==> src/source/cache_pkg.sv <==
`default_nettype none

package cache_pkg;

    localparam int offset_width  = 2;                  // word offset within a line
    localparam int line_words    = 1 << offset_width;
    localparam int i_index_width = 2;
    localparam int d_index_width = 2;
    localparam int i_sets        = 1 << i_index_width;
    localparam int d_sets        = 1 << d_index_width;
    localparam int i_tag_width   = 32 - i_index_width - offset_width - 2;
    localparam int d_tag_width   = 32 - d_index_width - offset_width - 2;

    typedef logic [line_words-1:0][31:0] line_t;

    typedef enum logic [0:0] {
        op_none,
        op_inval_index
    } cache_op_e;

    typedef enum logic [1:0] {
        st_idle,
        st_lookup,
        st_refill,
        st_write
    } cache_state_e;

    typedef struct packed {
        logic        req;   // held until addr_ok
        logic        wr;
        logic [31:0] addr;
        logic [31:0] wdata;
        logic [3:0]  wstrb;
    } mem_req_t;

    typedef struct packed {
        logic  addr_ok;
        logic  data_ok;
        line_t rdata;
    } mem_resp_t;

    typedef struct packed {
        logic        valid;
        logic [31:0] pc;
        logic [63:0] dout;   // [31:0] is the word at pc
        logic        flag;   // upper word valid
    } fetch_resp_t;

    typedef struct packed {
        logic [31:0] addr;
        logic [31:0] wdata;
        logic [3:0]  wstrb;
        logic        wr;
        cache_op_e   op;
        logic        opflag;
    } load_store_req_t;

endpackage

`default_nettype wire

==> src/source/icache.sv <==
`default_nettype none

module icache
    import cache_pkg::*;
(
    input  logic        clk,
    input  logic        reset,
    input  logic        fetch_valid,
    input  logic [31:0] fetch_addr,
    input  cache_op_e   fetch_op,
    input  logic        fetch_opflag,
    output logic        fetch_ready,
    output fetch_resp_t fetch_resp,
    output mem_req_t    mem_req,
    input  mem_resp_t   mem_resp
);

    cache_state_e state;
    logic [31:0]  pc_q;
    logic         addr_acked;

    logic [i_sets-1:0]      line_valid;
    logic [i_tag_width-1:0] tag_mem [i_sets];
    line_t                  data_mem [i_sets];

    logic [i_index_width-1:0] in_idx;
    logic [i_index_width-1:0] req_idx;
    logic [i_tag_width-1:0]   req_tag;
    logic [offset_width-1:0]  off;
    logic [offset_width-1:0]  next_off;
    line_t                    cur_line;
    logic                     hit;
    logic                     accept;
    logic                     upper_ok;

    assign in_idx   = fetch_addr[offset_width+2 +: i_index_width];
    assign req_idx  = pc_q[offset_width+2 +: i_index_width];
    assign req_tag  = pc_q[31 -: i_tag_width];
    assign off      = pc_q[2 +: offset_width];
    assign next_off = off + 1'b1;
    assign cur_line = data_mem[req_idx];
    assign hit      = line_valid[req_idx] && (tag_mem[req_idx] == req_tag);
    assign upper_ok = off != '1;   // last word has no neighbour in this line

    assign fetch_ready = state == st_idle;
    assign accept      = fetch_valid && fetch_ready;

    always_ff @(posedge clk) begin
        if (reset) begin
            state      <= st_idle;
            addr_acked <= 1'b0;
            line_valid <= '0;
        end else begin
            case (state)
                st_idle: begin
                    if (accept && fetch_opflag && fetch_op == op_inval_index) begin
                        line_valid[in_idx] <= 1'b0;
                    end else if (accept && !fetch_opflag) begin
                        state <= st_lookup;
                    end
                end
                st_lookup: begin
                    if (hit) begin
                        state <= st_idle;
                    end else begin
                        state      <= st_refill;
                        addr_acked <= 1'b0;
                    end
                end
                st_refill: begin
                    if (mem_resp.addr_ok) addr_acked <= 1'b1;
                    if (mem_resp.data_ok) begin
                        line_valid[req_idx] <= 1'b1;
                        state               <= st_lookup;   // answer from the new line
                    end
                end
                default: state <= st_idle;
            endcase
        end
    end

    always_ff @(posedge clk) begin
        if (accept && !fetch_opflag) pc_q <= fetch_addr;
        if (state == st_refill && mem_resp.data_ok) begin
            data_mem[req_idx] <= mem_resp.rdata;
            tag_mem[req_idx]  <= req_tag;
        end
    end

    always_comb begin
        mem_req      = '0;
        mem_req.req  = (state == st_refill) && !addr_acked;
        mem_req.addr = {pc_q[31:offset_width+2], {(offset_width+2){1'b0}}};   // line aligned
    end

    always_comb begin
        fetch_resp.valid = (state == st_lookup) && hit;
        fetch_resp.pc    = pc_q;
        fetch_resp.flag  = upper_ok;
        fetch_resp.dout  = {upper_ok ? cur_line[next_off] : 32'h0, cur_line[off]};
    end

endmodule

`default_nettype wire

==> src/source/dcache.sv <==
`default_nettype none

module dcache
    import cache_pkg::*;
(
    input  logic            clk,
    input  logic            reset,
    input  logic            lsu_valid,
    input  load_store_req_t lsu_req,
    output logic            lsu_ready,
    output logic [31:0]     lsu_rdata,
    output logic            lsu_rvalid,
    output mem_req_t        mem_req,
    input  mem_resp_t       mem_resp
);

    cache_state_e    state;
    load_store_req_t req_q;
    logic            addr_acked;

    logic [d_sets-1:0]      line_valid;
    logic [d_tag_width-1:0] tag_mem [d_sets];
    line_t                  data_mem [d_sets];

    logic [d_index_width-1:0] in_idx;
    logic [d_index_width-1:0] req_idx;
    logic [d_tag_width-1:0]   req_tag;
    logic [offset_width-1:0]  off;
    line_t                    cur_line;
    logic [31:0]              merged;
    logic                     hit;
    logic                     accept;
    logic                     is_op;

    assign in_idx   = lsu_req.addr[offset_width+2 +: d_index_width];
    assign req_idx  = req_q.addr[offset_width+2 +: d_index_width];
    assign req_tag  = req_q.addr[31 -: d_tag_width];
    assign off      = req_q.addr[2 +: offset_width];
    assign cur_line = data_mem[req_idx];
    assign hit      = line_valid[req_idx] && (tag_mem[req_idx] == req_tag);

    assign lsu_ready = state == st_idle;
    assign accept    = lsu_valid && lsu_ready;
    assign is_op     = lsu_req.opflag;

    // store data over the cached word
    always_comb begin
        merged = cur_line[off];
        for (int b = 0; b < 4; b++) begin
            if (req_q.wstrb[b]) merged[8*b +: 8] = req_q.wdata[8*b +: 8];
        end
    end

    always_ff @(posedge clk) begin
        if (reset) begin
            state      <= st_idle;
            addr_acked <= 1'b0;
            line_valid <= '0;
        end else begin
            case (state)
                st_idle: begin
                    if (accept && is_op && lsu_req.op == op_inval_index) begin
                        line_valid[in_idx] <= 1'b0;
                    end else if (accept && !is_op) begin
                        state      <= lsu_req.wr ? st_write : st_lookup;
                        addr_acked <= 1'b0;
                    end
                end
                st_lookup: begin
                    if (hit) begin
                        state <= st_idle;
                    end else begin
                        state      <= st_refill;
                        addr_acked <= 1'b0;
                    end
                end
                st_refill: begin
                    if (mem_resp.addr_ok) addr_acked <= 1'b1;
                    if (mem_resp.data_ok) begin
                        line_valid[req_idx] <= 1'b1;
                        state               <= st_lookup;
                    end
                end
                st_write: begin
                    if (mem_resp.addr_ok) addr_acked <= 1'b1;
                    if (mem_resp.data_ok) state <= st_idle;   // no allocate on a miss
                end
                default: state <= st_idle;
            endcase
        end
    end

    always_ff @(posedge clk) begin
        if (accept && !is_op) req_q <= lsu_req;
        if (state == st_refill && mem_resp.data_ok) begin
            data_mem[req_idx] <= mem_resp.rdata;
            tag_mem[req_idx]  <= req_tag;
        end
        if (state == st_write && mem_resp.data_ok && hit) begin
            data_mem[req_idx][off] <= merged;
        end
    end

    always_comb begin
        mem_req.req   = (state == st_refill || state == st_write) && !addr_acked;
        mem_req.wr    = state == st_write;
        mem_req.wdata = req_q.wdata;
        mem_req.wstrb = (state == st_write) ? req_q.wstrb : 4'h0;
        if (state == st_write) begin
            mem_req.addr = {req_q.addr[31:2], 2'b00};   // single word
        end else begin
            mem_req.addr = {req_q.addr[31:offset_width+2], {(offset_width+2){1'b0}}};
        end
    end

    assign lsu_rdata  = cur_line[off];
    assign lsu_rvalid = (state == st_lookup) && hit;

endmodule

`default_nettype wire

==> src/source/mem_arbiter.sv <==
`default_nettype none

module mem_arbiter
    import cache_pkg::*;
(
    input  logic      clk,
    input  logic      reset,
    input  mem_req_t  i_req,
    output mem_resp_t i_resp,
    input  mem_req_t  d_req,
    output mem_resp_t d_resp,
    output mem_req_t  mem_req,
    input  mem_resp_t mem_resp
);

    typedef enum logic [1:0] {
        gnt_none,
        gnt_icache,
        gnt_dcache
    } grant_e;

    grant_e grant;   // owner of the port until data_ok
    grant_e owner;   // grant as seen this cycle

    // idle port goes to the data side first
    always_comb begin
        owner = grant;
        if (grant == gnt_none) begin
            if (d_req.req) begin
                owner = gnt_dcache;
            end else if (i_req.req) begin
                owner = gnt_icache;
            end
        end
    end

    always_ff @(posedge clk) begin
        if (reset) begin
            grant <= gnt_none;
        end else if (mem_resp.data_ok) begin
            grant <= gnt_none;   // transaction done, release
        end else begin
            grant <= owner;
        end
    end

    // the side without the grant sees zeros
    always_comb begin
        mem_req = '0;
        i_resp  = '0;
        d_resp  = '0;
        case (owner)
            gnt_dcache: begin
                mem_req = d_req;
                d_resp  = mem_resp;
            end
            gnt_icache: begin
                mem_req = i_req;
                i_resp  = mem_resp;
            end
            default: begin
                mem_req = '0;
            end
        endcase
    end

endmodule

`default_nettype wire

==> src/source/cache_top.sv <==
`default_nettype none

module cache_top
    import cache_pkg::*;
(
    input  logic            clk,
    input  logic            reset,

    // fetch side
    input  logic            fetch_valid,
    input  logic [31:0]     fetch_addr,
    input  cache_op_e       fetch_op,
    input  logic            fetch_opflag,
    output logic            fetch_ready,
    output fetch_resp_t     fetch_resp,

    // load/store side
    input  logic            lsu_valid,
    input  load_store_req_t lsu_req,
    output logic            lsu_ready,
    output logic [31:0]     lsu_rdata,
    output logic            lsu_rvalid,

    // external memory
    output mem_req_t        mem_req,
    input  mem_resp_t       mem_resp
);

    mem_req_t  i_mem_req;
    mem_resp_t i_mem_resp;
    mem_req_t  d_mem_req;
    mem_resp_t d_mem_resp;

    icache icache0 (
        .clk          (clk),
        .reset        (reset),
        .fetch_valid  (fetch_valid),
        .fetch_addr   (fetch_addr),
        .fetch_op     (fetch_op),
        .fetch_opflag (fetch_opflag),
        .fetch_ready  (fetch_ready),
        .fetch_resp   (fetch_resp),
        .mem_req      (i_mem_req),
        .mem_resp     (i_mem_resp)
    );

    dcache dcache0 (
        .clk        (clk),
        .reset      (reset),
        .lsu_valid  (lsu_valid),
        .lsu_req    (lsu_req),
        .lsu_ready  (lsu_ready),
        .lsu_rdata  (lsu_rdata),
        .lsu_rvalid (lsu_rvalid),
        .mem_req    (d_mem_req),
        .mem_resp   (d_mem_resp)
    );

    mem_arbiter arbiter0 (
        .clk      (clk),
        .reset    (reset),
        .i_req    (i_mem_req),
        .i_resp   (i_mem_resp),
        .d_req    (d_mem_req),
        .d_resp   (d_mem_resp),
        .mem_req  (mem_req),
        .mem_resp (mem_resp)
    );

endmodule

`default_nettype wire

==> config.mk <==
export PLATFORM = sky130hd
export DESIGN_NAME = cache_top
export DESIGN_NICKNAME = d
export VERILOG_FILES = /design/src/source/cache_pkg.sv /design/src/source/icache.sv /design/src/source/dcache.sv /design/src/source/mem_arbiter.sv /design/src/source/cache_top.sv
export SDC_FILE = /design/constraint.sdc
export NUM_CORES = 1
export LEC_CHECK = 0
export BUFFER_PORTS_ARGS = -buffer_cell sky130_fd_sc_hd__clkbuf_2
export CAP_MARGIN = 20
export CORE_MARGIN = 2
export CORE_UTILIZATION = 56
export CTS_CLUSTER_SIZE = 30
export DETAILED_ROUTE_END_ITERATION = 8
export HOLD_SLACK_MARGIN = 0.08
export PLACE_DENSITY_LB_ADDON = 0.15
export SLEW_MARGIN = 5
export SYNTH_ARGS = -nofsm -noshare
export SYNTH_HDL_FRONTEND = slang
export SYNTH_SLANG_ARGS = --single-unit
export TNS_END_PERCENT = 30
==> constraint.sdc <==
create_clock -name clk -period 65.5 [get_ports clk]
set_clock_uncertainty 0.1 [all_clocks]
set_input_delay 13.1 -clock clk [delete_from_list [all_inputs] [get_ports clk]]
set_output_delay 13.1 -clock clk [all_outputs]
set_load 0.05 [all_outputs]
* Yosys cells after proc, flatten, opt, wreduce, memory -nomap -nowiden *
Memory sizes are Yosys's and may differ from the RTL's. A register that Yosys moved wholly into a read port is not among the register bits.
Index checks and enable logic that the tools add are counted.

word-level totals
  RAM bits = 1,232
  bits of input ports = 239
  output and inout bits = 203
  bits in latches = 0
  memory bits (read-only) = 0
  memories = 4
  word-level logic and storage cells = 424
  bits in registers = 116

memory list
  memory            depth  bits a word  rd ports  clocked after Yosys merged registers in  write ports  line          text
  dcache0.data_mem  4      128          1         1                                        1            dcache.sv:23  line_t data_mem [d_sets];
  icache0.data_mem  4      128          1         1                                        1            icache.sv:24  line_t data_mem [i_sets];
  dcache0.tag_mem   4      26           1         1                                        1            dcache.sv:22  logic [d_tag_width-1:0] tag_mem [d_sets];
  icache0.tag_mem   4      26           1         1                                        1            icache.sv:23  logic [i_tag_width-1:0] tag_mem [i_sets];

operators by class
  multipliers = 0
  equality and inequality tests = 23
  bitwise gates (word level) = 134
  div/mod/pow operators = 0
  $lt $le $gt $ge = 12
  $add $sub $neg = 1
  mux-type cells = 197
  shift operators = 0
  reduce and logical (&&, ||, !) cells = 42

operators with widths
  kind                                                                                 count
  130-bit two-way mux                                                                  2
  32-bit binary-select mux with 2-bit select                                           3
  32-bit two-way mux                                                                   5
  1-bit two-way mux                                                                    145
  70-bit one-hot mux with 2 select lines                                               1
  128-bit two-way mux                                                                  1
  1-bit OR                                                                             128
  32-bit demux with 2-bit select                                                       1
  26-bit == test                                                                       2
  2-bit two-way mux                                                                    17
  8-bit two-way mux                                                                    4
  4-bit two-way mux                                                                    6
  1-bit logical AND                                                                    23
  2-bit by 3-bit < comparator with 1-bit output, second input constant                 7
  2-bit != test, second input constant                                                 10
  4-bit one-hot mux with 2 select lines                                                2
  3-bit AND reduction                                                                  4
  2-bit by 1-bit greater-or-equal comparator with 1-bit output, second input constant  5
  4-bit AND                                                                            2
  1-bit demux with 2-bit select                                                        4
  2-bit == test, second input constant                                                 4
  2-bit by 1-bit != test with 1-bit output, second input constant                      4
  4-bit NOT                                                                            2
  4-bit OR                                                                             2
  other kinds (13)                                                                     25

* Depth between registers and ports, before layout *
  depth in word-level cells = 12
  depth in mapped cells = 15
  gate-level depth less buffers = 13

* Cells and area by module *
A second synthesis with hierarchy kept.

second synthesis, totals
  cells, all modules = 2,969
  area total of the unflattened synthesis = 58,707.6 µm²

by module, submodules not included
  module       cells an instance  area an instance (µm²)  seq. area each (µm²)  times used
  dcache       1,343              29,273.1                20,659.8              1
  icache       1,160              26,272.7                19,638.8              1
  mem_arbiter  466                3,161.8                 40.0                  1

* Least setup slack after synthesis *
OpenSTA, ideal clock, no wires.

  path type = input -> register
  start point = input port mem_resp[128] (netlist bit)
  end point = memory icache0.data_mem[0][0] (netlist bit) (enable)
  data required time = 64,301 ps
  buffers on the path = 0
  cell stages on the path = 2
  data arrival time = 28,854 ps
  setup time = 1,099 ps
  path slack = 35,446 ps
  path through = nand2_1 nor4b_1

between the ends
  cells in the longest elaborated chain, start to end = 4

ends and longest elaborated chain
  what                                     line               text
  start: declaration                       cache_top.sv:26    input mem_resp_t mem_resp
  130-bit two-way mux                      mem_arbiter.sv:52  case (owner)
  1-bit logical AND                        icache.sv:84       if (state == st_refill && mem_resp.data_ok) begin
  1-bit two-way mux                        icache.sv:84
  1-bit two-way mux (implied by the code)  icache.sv:85       data_mem[req_idx] <= mem_resp.rdata;
  end: declaration                         icache.sv:24

Every way passes these cells.

==> metrics <==
Rows 115; Max Freq 55.8 MHz; CTS Buffer Depth 3; antenna-violating nets left 0; DR vias/cell 6.40; Fillers 6606; register area share after synthesis 0.723; Critical Path Sink Type output port; Worst-Skew Late Latency 0.75 ns; IO Port Bufs 437; Routability Congestion 0.869; worst r2r src icache0.state[0]$_SDFFE_PP0P_; Required @ worst endpoint 52.30 ns; DIE WIDTH 320 um; first-pass GRT wire length 215000 um; status finished, final reports clean; DR vias 29800; CTS root buf clkbuf_16; hpwl dp 95100 um; share of the synthesized area in the top cell type 0.716; placed insts 4398; fin crit share 0.274; Synth cell types 57; Power Dens Cells 32.6 nW/um^2; GRT Residual Overflow 0; RSZ-0062 raised after global routing no; flops & latches, synth 1350; 1st-iter DRT viols 3444; Max Cap Viol 0; # setup viols final 0; nets 3503; maximum vdd ir drop 0.0000360 V; H-Tree Depth 4; CTS tree yes; top_reg_cell synth edfxtp_1; Setup Buffers After CTS 0; Die Ht 320 um; Tmin final 17.92 ns; area leader, netlist edfxtp_1; DIE AREA 102000 um^2; Worst-Margin Slew 1.12 ns; area of the mapped netlist 55800 um^2; IO Count 442; Worst Hold Endpoint icache0.state[1]$_SDFFE_PP0P_; antenna violations before repair 16; Core Region 98600 um^2; Pins Over Slew Limit 0; critical path arrival 4.72 ns; top cells by area, synth edfxtp_1 72%, mux4_2 16%, mux2i_1 3.6%; Detailed Route WL 150000 um; Max FO, Critical Path 48; largest net degree at the start of global routing 132; Num CTS Buffers 143; Starting Density 0.566; CP Class reg -> out; Fin. Hold Viols 0; syn avg cell area 20.0 um^2; Yosys warning total 0; GRT Total Usage 0.297; worst hold stages 2; PostCTS Resize Cnt 0; static leakage 0.0225 uW; reg2reg end icache0.data_mem[2][18]$_DFFE_PP_; vias in the first global route 30900; layout cells sized above 1 0.333; Area Overhead vs Synth 14.9%; reg-to-reg slack, setup 59.68 ns; drt pass-1 iters 5; Sink Count 1350; post-DR wirelength/cell 32.2 um; CTS clk-pin slew, worst paths 0.06 ns; Worst R2R Path Depth 12; Worst Min Path Start icache0.state[1]$_SDFFE_PP0P_; Finished Layout Cells 4655; Post-route DRC 0; fin util 0.650; Mapped Cells 2787; Hold Crit Class reg -> reg; ys async rst share 0; CTS Hold Bufs 0; Slew headroom 0.254; setup tns final 0 ns; number of synthesized flops with an enable pin 1330; crit path launch type flip-flop
[logic make-up (layout without fill, tap and decap cells)]
group	Yosys count	in the layout	synth area share
AO/OA/AOI/OAI	108	108	0.0127
adder cells (fa/ha/maj)	7	7	0.00157
flip-flops	1350	1350	0.723
other	1	5	0.0000672
buffers and inverters	190	767	0.0145
multiplexers	596	596	0.194
AND/OR/NAND/NOR	485	485	0.0460
XOR/XNOR	50	50	0.00785
[flip-flops by register name (all words and copies together) (netlist names), named ones only]
register            cells
dcache0.line_valid      4
dcache0.tag_mem       104
icache0.state           2
arbiter0.grant          2
icache0.addr_acked      1
dcache0.req_idx         2
dcache0.state           2
icache0.pc_q           32
icache0.data_mem      512
dcache0.req_q          30
icache0.tag_mem       104
icache0.line_valid      4
dcache0.data_mem      512
dcache0.mem_req        32
dcache0.addr_acked      1
dcache0.off             2
[synth_stat cells (4+ instances only)]
master / number
clkbuf_1: 94
dfxtp_1: 20
edfxtp_1: 1330
buf_2: 14
mux4_2: 387
nand3b_1: 8
buf_6: 8
nand2_1: 146
nor3_1: 17
o22ai_1: 4
and2_1: 199
a21oi_1: 37
ha_1: 7
a31oi_1: 6
o21ai_0: 8
a22oi_1: 32
buf_4: 5
nand2b_1: 9
mux2i_1: 203
nand4_1: 9
mux2_2: 6
xor2_1: 6
or4_1: 4
a211oi_1: 4
nand3_1: 11
inv_1: 18
nor4_1: 5
nor2b_1: 6
buf_1: 51
xnor2_1: 44
nor2_1: 51
[metrics by stage]
step / worst slack [ns] / power (uW) / cell area [um^2] / hold slack [ns]
6_report: 47.58 / 2090 / 64000 / 0.422
5_1_grt: 47.21 / 2150 / 64000 / 0.451
4_1_cts: 47.42 / 2100 / 64000 / 0.420
3_5_place_dp: 48.23 / 1330 / 59600 / 0.408
3_3_place_gp: 48.22 / 1330 / 59600 / 0.370
2_1_floorplan: 35.45 / 1230 / 55800 / 0.351
[worst max-delay path by stage]
| stage | start | to | slack, ns | cells after the start |
|---|---|---|---|---|
| final | flip-flop | fetch_resp[44] | 47.58 | 6 |
| after global routing | flip-flop | fetch_resp[44] | 47.21 | 6 |
| after floorplan | mem_resp[128] | icache0.data_mem[0][0]$_DFFE_PP_ | 35.45 | 2 |
| after global placement | flip-flop | fetch_resp[44] | 48.22 | 6 |
| after CTS | flip-flop | fetch_resp[44] | 47.42 | 6 |
| after detailed placement | flip-flop | fetch_resp[44] | 48.23 | 6 |
[power breakdown]
part	switching, uW	internal (uW)
Sequential	20.1	969
Clock	323	447
Combinational	214	113
[area by class of cell]
type	count	area, um^2	area share
Inverter	18	67.6	0.00105
Clock inverter	68	643	0.0100
Sequential cell	1350	40400	0.630
Timing Repair Buffer	496	2670	0.0416
Clock buffer	185	3810	0.0595
Antenna cell	3	7.51	0.000117
Multi-Input combinational cell	1248	14900	0.232
Tap cell	1287	1610	0.0251
[layer usage]
metal	track usage	share of wire	vias up
met1	0.375	0.36	15700
li1	-	-	12300
met3	0.0523	0.077	321
met4	0.141	0.051	28
met5	0	0.0013	-
met2	0.503	0.51	1492
[layout by cell type (no fill, tap or decap), types with 5 or more instances in the layout]
cell type / count
nand4_1: 9
inv_1: 18
mux2_2: 6
nor2b_1: 6
clkinv_8: 5
nor3_1: 16
mux2i_1: 203
clkinv_1: 26
nand3_1: 10
nand2b_1: 8
a31oi_1: 6
dfxtp_1: 16
a21oi_4: 16
a22oi_1: 32
nand2_1: 146
mux4_2: 387
a21oi_1: 21
edfxtp_1: 1330
buf_4: 56
nor2_1: 45
clkbuf_16: 146
bufinv_16: 9
clkbuf_2: 437
and2_1: 199
inv_6: 7
xor2_1: 6
clkbuf_1: 38
nand3b_1: 8
xnor2_1: 44
o21ai_0: 8
clkinv_2: 16
[critical path, stage by stage, from the launching register on]
cell	delay [ns]
dfxtp_4	0.61
buf_4	0.76
buf_4	0.86
mux4_2	0.63
mux4_2	0.52
and2_1	0.18
clkbuf_2	0.23
Note: power is estimated with default switching activity, not from simulation.
